`src/verilog/lcd_pkg.sv`:
```
package lcd_pkg;

  // panel geometry, one row of 16 digit cells
  localparam int LCD_W = 64;
  localparam int LCD_H = 8;

  // RGB565 pixels
  localparam int COLOR_BITS = 16;
  localparam logic [COLOR_BITS-1:0] COLOR_FG = 16'hFFFF;
  localparam logic [COLOR_BITS-1:0] COLOR_BG = 16'h0000;

  // memory write, opens the pixel data of a frame
  localparam logic [7:0] CMD_RAMWR = 8'h2C;

  // shown word is century byte on top of the 56-bit datetime
  localparam int DISP_BITS = 64;
  localparam logic [7:0] CENTURY = 8'h20;

  // 3x5 hex font, row 0 in bits 14:12, leftmost column is the row msb
  localparam logic [14:0] HEX_FONT [16] = '{
    15'b111_101_101_101_111,
    15'b010_110_010_010_111,
    15'b111_001_111_100_111,
    15'b111_001_111_001_111,
    15'b101_101_111_001_001,
    15'b111_100_111_001_111,
    15'b111_100_111_101_111,
    15'b111_001_001_001_001,
    15'b111_101_111_101_111,
    15'b111_101_111_001_111,
    15'b010_101_111_101_101,
    15'b110_101_110_101_110,
    15'b111_100_100_100_111,
    15'b110_101_101_101_110,
    15'b111_100_111_100_111,
    15'b111_100_111_100_100
  };

endpackage

```
`src/verilog/lcd_stream.sv`:
```
module lcd_stream import lcd_pkg::*;
(
  input  logic                     clk,
  input  logic                     rst_n,
  input  logic [COLOR_BITS-1:0]    color,
  output logic [$clog2(LCD_W)-1:0] x,
  output logic [$clog2(LCD_H)-1:0] y,
  output logic                     next_pixel,
  output logic                     frame_start,
  output logic                     spi_clk,
  output logic                     spi_mosi,
  output logic                     spi_dc,
  output logic                     spi_resn
);

  typedef enum logic [1:0] {ST_RESET, ST_GAP, ST_CMD, ST_PIX} state_t;

  state_t                state;
  // cycle count in reset and gap, bit index while shifting
  logic [3:0]            cnt;
  logic [COLOR_BITS-1:0] sh;
  logic                  word_end;
  logic                  gap_end;

  // last bit of the byte or pixel finishes on this falling edge
  assign word_end = spi_clk && ((state == ST_CMD) ? (cnt == 4'd7) : (cnt == 4'd15));
  // x,y wrapped to 0,0 after the last pixel was loaded
  assign next_pixel = word_end && (state == ST_CMD || x != '0 || y != '0);
  assign gap_end = (state == ST_GAP) && (cnt == 4'd15);
  assign spi_mosi = sh[COLOR_BITS-1];

  always_ff @(posedge clk)
  begin
    if (!rst_n)
    begin
      state       <= ST_RESET;
      cnt         <= '0;
      spi_clk     <= 1'b0;
      spi_dc      <= 1'b1;
      spi_resn    <= 1'b0;
      frame_start <= 1'b0;
    end
    else
    begin
      frame_start <= 1'b0;
      case (state)
        ST_RESET:
        begin
          cnt <= cnt + 1'b1;
          if (cnt == 4'd15)
          begin
            spi_resn <= 1'b1;
            state    <= ST_GAP;
          end
        end
        ST_GAP:
        begin
          cnt <= cnt + 1'b1;
          if (gap_end)
          begin
            state       <= ST_CMD;
            spi_dc      <= 1'b0;
            frame_start <= 1'b1;
          end
        end
        default:
        begin
          // spi_clk at half the system clock
          spi_clk <= ~spi_clk;
          if (spi_clk)
          begin
            cnt <= cnt + 1'b1;
            if (word_end)
            begin
              cnt <= '0;
              if (state == ST_CMD)
              begin
                state  <= ST_PIX;
                spi_dc <= 1'b1;
              end
              else if (!next_pixel)
                state <= ST_GAP;
            end
          end
        end
      endcase
    end
  end

  // data moves on the falling edge of spi_clk
  always_ff @(posedge clk)
  begin
    if (gap_end)
      sh <= {CMD_RAMWR, {(COLOR_BITS-8){1'b0}}};
    else if (next_pixel)
      sh <= color;
    else if (spi_clk)
      sh <= {sh[COLOR_BITS-2:0], 1'b0};
  end

  // pixel scan, x fastest
  always_ff @(posedge clk)
  begin
    if (!rst_n)
    begin
      x <= '0;
      y <= '0;
    end
    else if (next_pixel)
    begin
      if (int'(x) == LCD_W - 1)
      begin
        x <= '0;
        y <= (int'(y) == LCD_H - 1) ? '0 : y + 1'b1;
      end
      else
        x <= x + 1'b1;
    end
  end

  // command byte is exactly eight spi clocks long
  assert property (@(posedge clk) disable iff (!rst_n)
    $fell(spi_dc) |=> (!spi_dc) [*15] ##1 spi_dc);

endmodule

```
`config.mk`:
```
export PLATFORM = sky130hd
export DESIGN_NAME = lcd_stream
export DESIGN_NICKNAME = d
export VERILOG_FILES = /design/src/verilog/lcd_pkg.sv /design/src/verilog/lcd_stream.sv
export SDC_FILE = /design/constraint.sdc
export NUM_CORES = 1
export LEC_CHECK = 0
export BUFFER_PORTS_ARGS = -buffer_cell sky130_fd_sc_hd__buf_2
export CAP_MARGIN = 20
export CORE_MARGIN = 4
export CORE_UTILIZATION = 45
export DETAILED_ROUTE_END_ITERATION = 8
export GPL_TIMING_DRIVEN = 0
export PLACE_DENSITY = 0.68
export SLEW_MARGIN = 40
export SYNTH_ARGS = -nofsm -noshare
export SYNTH_HDL_FRONTEND = slang
export SYNTH_SLANG_ARGS = --single-unit
```
`constraint.sdc`:
```
create_clock -name clk -period 3.8 [get_ports clk]
set_input_delay 0 -clock clk [delete_from_list [all_inputs] [get_ports clk]]
set_output_delay 0 -clock clk [all_outputs]
set_load 0.03 [all_outputs]
```
==> results of run 1 <==
-- area by class of cell --
| class | instances | area share |
|---|---|---|
| multi-input cells | 139 | 0.4682 |
| flip-flops and latches | 35 | 0.3427 |
| repair buffers | 33 | 0.08323 |
| clock buffers | 7 | 0.03733 |
| well taps | 48 | 0.02938 |
| plain buffers | 9 | 0.02203 |
| inverters | 8 | 0.01469 |
| clock inverters | 1 | 0.002448 |
-- cells in the mapped netlist (all sizes together), types with 4 or more instances --
master	number	area (um^2)
ha	10	125.1
a21boi	5	37.54
nand2	17	63.81
nor2	5	18.77
o21ai	18	90.09
a21oi	14	70.07
xnor2	4	35.03
clkbuf	8	30.03
nand3	5	25.02
mux2i	16	160.2
and3	9	60.06
inv	8	30.03
dfxtp	35	700.7
-- power by group through the flow --
stage                     Combinational, uW  Sequential, uW  Clock, uW
final                                  30.2             381        260
after CTS                              30.9             381        267
after global placement                 29.6             389          0
after detailed placement               30.0             389          0
after global routing                   35.5             381        287
after floorplan                        17.1             388          0
-- layout by cell type, fill, tap and decap left out, drive strengths merged, types with 2 or more instances in the layout --
cell type,Yosys,final
nor2b,2,2
nand3b,2,2
o21ai,18,18
nor3,2,2
nand2,17,17
ha,10,10
o22ai,2,2
and3,9,9
nor2,5,5
dfxtp,35,35
a21oi,14,14
nor4,2,2
mux2i,16,16
o21a,2,2
a221oi,3,3
nand2b,3,3
buf,1,33
clkbuf,8,15
and2,2,2
inv,8,8
xor2,2,2
a21boi,5,5
nand3,5,5
or3,3,3
xnor2,4,4
-- cell families (layout without fill, tap and decap cells) --
group	count (synthesis)	after routing	synth area share
AO/OA/AOI/OAI	51	51	0.1798
XOR/XNOR	6	6	0.03032
adder cells (fa/ha/maj)	10	10	0.07220
buffers and inverters	17	58	0.04332
flip-flops	35	35	0.4043
multiplexers	16	16	0.09242
AND/OR/NAND/NOR	56	56	0.1776
-- layer usage --
layer | track usage | up-vias
li1 | - | 765
met1 | 0.1930 | 694
met2 | 0.2812 | 22
met3 | 0.05612 | 7
met4 | 0.05745 | 0
met5 | 0 | -
-- through the flow --
stage / std cells / util / hold slack [ps] / instance area [um^2] / setup WS, ps
after floorplan: 191 / - / 151.4 / 1733 / 1664
after global placement: 271 / 0.5295 / 276.1 / 1953 / 1717
after detailed placement: 271 / 0.5295 / 278.6 / 1953 / 1701
after CTS: 280 / 0.5543 / 3.248 / 2044 / 1597
after global routing: 280 / 0.5543 / 13.89 / 2044 / 1456
final: 280 / 0.5543 / 2.742 / 2044 / 1626
-- timing repair --
action / in CTS / in global routing
hold endpoints to repair: 1 / 0
endpoints found under the setup margin: 0 / 0
hold buffers: 1 / 0
-- state kept, by name (all words and copies together), names as in the netlist --
register and cells:
spi_dc 1, y 3, state 2, frame_start 1
spi_clk 1, x 6, sh 16, spi_resn 1
cnt 4
-- worst max-delay path by stage --
stage | to | cells past startpoint | start
floorplan | sh[12] | 8 | x[0]
global placement | sh[8] | 8 | state[0]
detailed placement | sh[9] | 8 | x[0]
CTS | next_pixel | 7 | x[0]
global route | next_pixel | 7 | state[0]
finish | next_pixel | 7 | state[0]
-- critical path: cells and delay by family (launching register included) --
kind	cells	cell delay, ps
AOI/OAI and AO/OA	1	350
adders and majority gates	1	240
buffers and inverters	4	680
DFF	1	340
and+or+nand+nor	1	270
==> impl_metrics.ini, run 1 <==
[worst_hold_path]
holdPathEnd = sh[6]
hold_path_class = input pin to flop
holdPathStages = 3
min_from = color[6]

[pwr]
p_int_uw = 520.8
vdd_drop_max_mv = 0.2652
finalPower_uw = 670.5
swShare = 0.2232
power_frac_seq = 0.568
power.density_nw_per_um2 = 327.9
clkPwrFrac = 0.387
power_switching_uw = 149.7
p_leak_uw = 0.0008684
combPwrFrac = 0.045

[clocking]
cts_max_level = 2
clkTransAtPathRegs_ps = 70
cts_tree = built
worstSkewPairLatency_ps = 290
cts_buffer_depth = 2
post_cts_buffers = 0
post_cts_resized = 0
cts_made_buffers = 5
cts.sinks = 35
ctsRootBufferMaster = clkbuf_8

[routing]
wl_met1_mm = 1.788
drc = 0
wl_met3_um = 166
via_per_inst = 5.314
highest_layer = met4
firstDrtPassIters = 4
wl_met2_mm = 1.745
initialDrtViolationCount = 65
routed_wl_mm = 3.754
vias = 1488
ant_nets = 0
wl_per_cell_um = 13.41

[critical_path]
path_class = flop to output pin
slowest_stage = a211o_2
cp.required_ps = 3800
critPathLaunchType = flop
r2r-end = sh[8]
cpPeakStageDelay_ps = 350
cp_data_arrival_time_ps = 2170
cp_max_fo = 10
worst_setup_path_end_kind = output pin
rrSetupSlack_ps = 1710
reg2regPathDepth = 8
crit_chain = inv_1, ha_1, and4bb_2, a211o_2, inv_2, buf_8, buf_2
r2r_start = state[0]

[global_routing]
grt-ovfl-total = 0
grt_pass1_vias = 1496
grt_use_total = 0.1655
antenna_found_initial = 0
grt_max_degree = 11
grt_pass1_wl_mm = 6.548

[sta]
max_clock_freq_mhz = 460.0
rsz0062_at_grt = false
slew_headroom = 0.6852
setup_tns_ps = 0
slew_viol_final = 0
clock_skew_ps = 3.546
finalCriticalPeriod_ps = 2174
worstMarginPinSlew_ps = 467.9
final_hold_viol_count = 0
finalCritPeriodShare = 0.5720
report.final.setup_viol = 0

[floorplanning]
ioPinCount = 33
dieArea_um2 = 4908
dieHeight_um = 70.06
start_util = 0.4698
design.core.area_um2 = 3689
num_rows = 22
die_width_um = 70.06

[yosys]
syn_avg_cell_area_um2 = 9.073
yosysSeqAreaShare = 0.4043
ys_warn_count = 0
synth_seq_cells = 35
synthCells = 191
synth_edf_count = 0
ys.flop_type = dfxtp_1
yosys.cell_types.count = 39
synthesis.nets = 219
async_flop_share = 0
netlist_area_um2 = 1733

[placement]
dp_hpwl_mm = 2.747
io_buffers = 32
gp_congestion = 0.7174

[final_layout]
num-fill-cells = 359
seq_area_um2 = 700.7
layout-drive-gt1-share = 0.2069
multi_input_area_um2 = 957.2
areaGrowthSynthToFinish_pct = 17.98
insertedDiodeCount = 0
nNetsFinal = 259

[flow_run]
drv_cap = 0

[outcome]
status = finished, final reports clean
Note: power is estimated with default switching activity, not from simulation.
==> inputs of run 2 (changes only) <==
Clock period 3.8 ns to 2.1 ns, I/O delays scaled along.
==> run 2 against run 1 <==
- cell count is the same
- largest power group unchanged
- largest cell class unchanged
- worst setup slack got worse by 1500 ps
- count of clock-buffer cells in the layout rose by 1
- sequential power increased by 81%
- hold slack better by 3.9 ps
- via count rose by 1.5%
==> impl_metrics.ini, run 2 (synthesis gave the netlist of run 1 again) <==
[outcome]
status = finished, final reports clean

[flow_run]
drv_cap = 0

[sta]
setup_tns_ps = 0
max_clock_freq_mhz = 498.6
rsz0062_at_grt = false
slew_headroom = 0.6703
final_hold_viol_count = 0
finalCritPeriodShare = 0.9551
clock_skew_ps = 5.069
slew_viol_final = 0
fin_ws_ps = 94.38
finalCriticalPeriod_ps = 2006
worstMarginPinSlew_ps = 490.1
report.final.setup_viol = 0
hold-worst-slack_ps = 6.605

[routing]
via_per_inst = 5.393
ant_nets = 0
routed_wl_mm = 3.847
initialDrtViolationCount = 62
drc = 0
wl_met2_mm = 1.862
highest_layer = met4
wl_met1_mm = 1.741
wl_met3_um = 161
firstDrtPassIters = 4
wl_per_cell_um = 13.74
vias = 1510

[floorplanning]
design.core.area_um2 = 3689
ioPinCount = 33
start_util = 0.4698
dieArea_um2 = 4908
die_width_um = 70.06
dieHeight_um = 70.06
num_rows = 22

[critical_path]
worst_setup_path_end_kind = output pin
rrSetupSlack_ps = 140
cp_max_fo = 10
critPathLaunch = x[0]
path_class = flop to output pin
critPathLaunchType = flop
cp_data_arrival_time_ps = 2010
r2r-end = sh[8]
reg2regPathDepth = 8
cp.required_ps = 2100
r2r_start = x[0]

[worst_hold_path]
holdPathEnd = sh[2]
hold_path_class = input pin to flop
holdPathStages = 3
min_from = color[2]

[clocking]
post_cts_buffers = 0
worstSkewPairLatency_ps = 290
cts_made_buffers = 5
cts_buffer_depth = 2
ctsRootBufferMaster = clkbuf_8
cts_max_level = 2
clkTransAtPathRegs_ps = 70
cts.sinks = 35
cts_tree = built

[global_routing]
grt_pass1_wl_mm = 6.610
antenna_found_initial = 0
grt_max_degree = 11
grt_pass1_vias = 1494
grt_use_total = 0.1686
grt-ovfl-total = 0

[pwr]
p_leak_uw = 0.0008813
power.density_nw_per_um2 = 611.2
vdd_drop_max_mv = 0.3044

[placement]
dp_slack_ps = -4.771
io_buffers = 32
gp_congestion = 0.7185
place_inst = 271
dp_hpwl_mm = 2.774

[final_layout]
final_common_cell = dfxtp_1
top_register = sh
num-fill-cells = 365
insertedDiodeCount = 0
nNetsFinal = 259
reg.largest.list = sh x16, x x6, cnt x4
stdcell_count = 280
largest_reg_flops = 16
layout-drive-gt1-share = 0.2328
areaGrowthSynthToFinish_pct = 21.01
final_cell_mix = dfxtp_1, buf_2, o21ai_0
## run 2: cell count changes in the layout (fill, tap and decap cells not counted), moves of 2 or more
cell	before	now
dfxtp_2	0	2
clkbuf_1	10	8
dfxtp_1	35	33
clkbuf_8	5	7
## run 2: layer usage
| layer | track usage | vias up |
|---|---|---|
| met5 | 0 | - |
| met4 | 0.07660 | 0 |
| met3 | 0.05899 | 9 |
| met2 | 0.2812 | 26 |
| met1 | 0.1925 | 707 |
| li1 | - | 768 |
## run 2: per-stage QoR
stage               total power, uW  cell area (um^2)  utilization
floorplan                     732.7              1734            -
global placement              756.7              1954       0.5299
detailed placement            758.3              1954       0.5299
CTS                            1298              2082       0.5645
global route                   1342              2097       0.5685
finish                         1282              2097       0.5685
## run 2: cell type report
cell class	count	area, um^2	share of cell area
plain buffers	8	41.29	0.01969
clock buffers	8	100.1	0.04773
inverters	8	35.03	0.01671
multi-input cells	139	974.7	0.4648
flip-flops and latches	35	703.2	0.3353
well taps	48	60.06	0.02864
repair buffers	34	182.7	0.08711
## run 2: critical path: stages (launching register included)
cell and delay [ps]:
dfxtp_2 370, inv_1 70, ha_1 210, and4bb_2 250, a211o_2 370, inv_6 120
buf_8 160, buf_4 170
## run 2: where the power goes
part / internal, uW / total (uW) / switching [uW]
Clock: 299 / 536 / 236
Combinational: 31.5 / 56.8 / 25.3
Sequential: 680 / 689 / 9.49
## run 2: timing repair
action	in CTS	in global routing
gates resized for setup	3	5
hold buffers	2	0
endpoints found under the hold margin	2	0
cloned	0	0
endpoints found under the setup margin	8	9
## run 2: worst max path at each step
stage | to | slack, ps | depth (start not counted)
6_report | next_pixel | 90 | 7
5_1_grt | next_pixel | 20 | 7
4_1_cts | next_pixel | 10 | 7
3_5_place_dp | sh[8] | -5 | 8
3_3_place_gp | sh[8] | 20 | 8
2_1_floorplan | sh[12] | 7 | 8
==> inputs of run 3 (changes only) <==
Settings changed: ABC_AREA set to 1, GPL_TIMING_DRIVEN 0 to 1.
==> run 3 against run 2 <==
- die area up 4.8%
- critical path depth up 1
- worst setup slack improved by 150 ps
- cell count increased by 28%
- global-route usage fell by 1.3 points
- sequential power grew 5.8%
- flip-flop and latch count is the same
- count of clock-buffer cells in the layout decreased by 1
- combinational power is 110% higher
- via count grew 11%
- hold slack gained 8.5 ps
- fmax increased by 7.9%
- critical path type unchanged
- critical endpoint unchanged
==> impl_metrics.ini, run 3 <==
[outcome]
status = finished, final reports clean

[yosys]
yosys-top-cells-count = nand2_1, inv_1, dfxtp_1, nor2_1, a21oi_1
synth_top_area_frac = 0.3836
synth_seq_cells = 35
ys.flop_type = dfxtp_1
syn_avg_cell_area_um2 = 6.716
synth_edf_count = 0
synth.largest_area_cell = dfxtp_1
netlist_area_um2 = 1827
yosysSeqAreaShare = 0.3836
yosysMostFrequentCell = nand2_1
async_flop_share = 0
synthCells = 272
synth.area.top_cells = dfxtp_1, nand2_1, inv_1
ys_warn_count = 0
synthesis.nets = 300
yosys.cell_types.count = 23

[final_layout]
areaGrowthSynthToFinish_pct = 19.66
num-fill-cells = 378
reg.largest.list = sh x16, x x6, cnt x4
nNetsFinal = 338
final_cell_mix = nand2_1, inv_1, nor2_1, dfxtp_1, buf_2
multi_input_area_um2 = 902.1
design_area_um2 = 2186
final_common_cell = nand2_1
seq_area_um2 = 700.7
layout-drive-gt1-share = 0.1543
insertedDiodeCount = 0
top_register = sh
largest_reg_flops = 16

[critical_path]
cp_max_fo = 14
critPathLaunchType = flop
path_class = flop to output pin
cp.required_ps = 2100
rrSetupSlack_ps = 260
reg2regPathDepth = 12
cp_data_arrival_time_ps = 1860
r2r_start = state[0]
worst_setup_path_end_kind = output pin
r2r-end = sh[14]

[clocking]
clkTransAtPathRegs_ps = 80
ctsRootBufferMaster = clkbuf_8
cts_made_buffers = 5
cts.sinks = 35
cts_tree = built
cts_buffer_depth = 2
worstSkewPairLatency_ps = 290
hold_buffers = 4
post_cts_resized = 0
post_cts_buffers = 0
cts_max_level = 2

[sta]
final_hold_viol_count = 0
finalCritPeriodShare = 0.8855
report.final.setup_viol = 0
worstMarginPinSlew_ps = 508.1
clock_skew_ps = 11.30
slew_viol_final = 0
finalCriticalPeriod_ps = 1860
setup_tns_ps = 0
slew_headroom = 0.6609
max_clock_freq_mhz = 537.8
rsz0062_at_grt = false

[routing]
firstDrtPassIters = 4
drc = 0
wl_per_cell_um = 10.67
ant_nets = 0
vias = 1677
via_per_inst = 4.671
routed_wl_mm = 3.831
initialDrtViolationCount = 110

[global_routing]
grt-ovfl-total = 0
grt_pass1_vias = 1495
antenna_found_initial = 0
grt_max_degree = 23
grt_use_total = 0.1555
grt_pass1_wl_mm = 6.396

[pwr]
power_frac_seq = 0.525
swShare = 0.2317
clkPwrFrac = 0.388
power_switching_uw = 322.0
combPwrFrac = 0.088
p_leak_uw = 0.001052
vdd_drop_max_mv = 0.4129
power.density_nw_per_um2 = 635.6
p_int_uw = 1067

[worst_hold_path]
holdPathStages = 5
holdPathEnd = sh[15]
min_from = color[15]
hold_path_class = input pin to flop

[placement]
placed_area_um2 = 2042
dp_hpwl_mm = 2.757
gp_congestion = 0.8003
io_buffers = 32

[floorplanning]
start_util = 0.4809
dieHeight_um = 71.72
die_width_um = 71.72
design.core.area_um2 = 3799
ioPinCount = 33
num_rows = 22
dieArea_um2 = 5143

[flow_run]
drv_cap = 0
-- run 3: cell types whose count changed after synthesis, sizes merged, moves of 7 or more --
cell | before | now
a21oi | 14 | 22
nand3 | 5 | 12
o21ai | 18 | 11
nor2 | 5 | 36
nand2 | 17 | 68
inv | 8 | 47
and3 | 9 | 0
o211ai | 1 | 9
mux2i | 16 | 0
-- run 3: worst max-delay path by stage --
stage	end	slack, ps	from
floorplan	sh[7]	360	x[0]
global placement	sh[3]	350	state[0]
detailed placement	sh[15]	270	state[0]
CTS	next_pixel	230	state[0]
global route	sh[14]	70	state[0]
finish	next_pixel	240	state[0]
-- run 3: power by group through the flow --
stage	registers (uW)	clock network, uW	logic (uW)
6_report	729	538	122
5_1_grt	733	576	146
4_1_cts	729	556	124
3_5_place_dp	744	0	117
3_3_place_gp	744	0	115
2_1_floorplan	745	0	80.7
-- run 3: layout make-up --
cell class | instances | share of cell area
sequential | 35 | 0.3205
tap | 48 | 0.02748
clock buffer | 7 | 0.04408
clock inverter | 1 | 0.003434
multi-input combinational | 181 | 0.4127
timing repair buffer | 40 | 0.1110
inverter | 47 | 0.08071
-- run 3: metal layers --
metal | vias up | wire length, um | global-route usage
met4 | 0 | 44 | 0.05637
met5 | - | 0 | 0
li1 | 927 | - | -
met1 | 722 | 1949 | 0.2014
met2 | 24 | 1682 | 0.2480
met3 | 4 | 154 | 0.04067
-- run 3: worst max-delay path, stage by stage, from the launching register on --
cell and delay (ps):
dfxtp_1 380, inv_1 80, ha_1 230, inv_1 60
nand2_1 40, nand2_1 60, nand2_1 100, nor2_4 350
buf_2 270
-- run 3: cell families after synthesis --
logic type | Yosys count | share of synthesized area
adders and majority gates | 10 | 0.06849
xor gates and xnor gates | 1 | 0.004795
DFF | 35 | 0.3836
and+or+nand+nor | 125 | 0.2815
AOI/OAI and AO/OA | 45 | 0.1390
buffers and inverters | 56 | 0.1226
-- run 3: stage by stage --
| step | utilization | power [uW] | cells | setup WS [ps] | hold slack (ps) |
|---|---|---|---|---|---|
| 2_1_floorplan | - | 826.0 | 272 | 356.9 | 144.5 |
| 3_3_place_gp | 0.5375 | 858.7 | 347 | 345.7 | 252.3 |
| 3_5_place_dp | 0.5375 | 861.4 | 347 | 271.7 | 253.2 |
| 4_1_cts | 0.5754 | 1409 | 359 | 231.6 | 8.003 |
| 5_1_grt | 0.5754 | 1456 | 359 | 73.04 | 31.35 |
| 6_report | 0.5754 | 1389 | 359 | 240.4 | 15.10 |
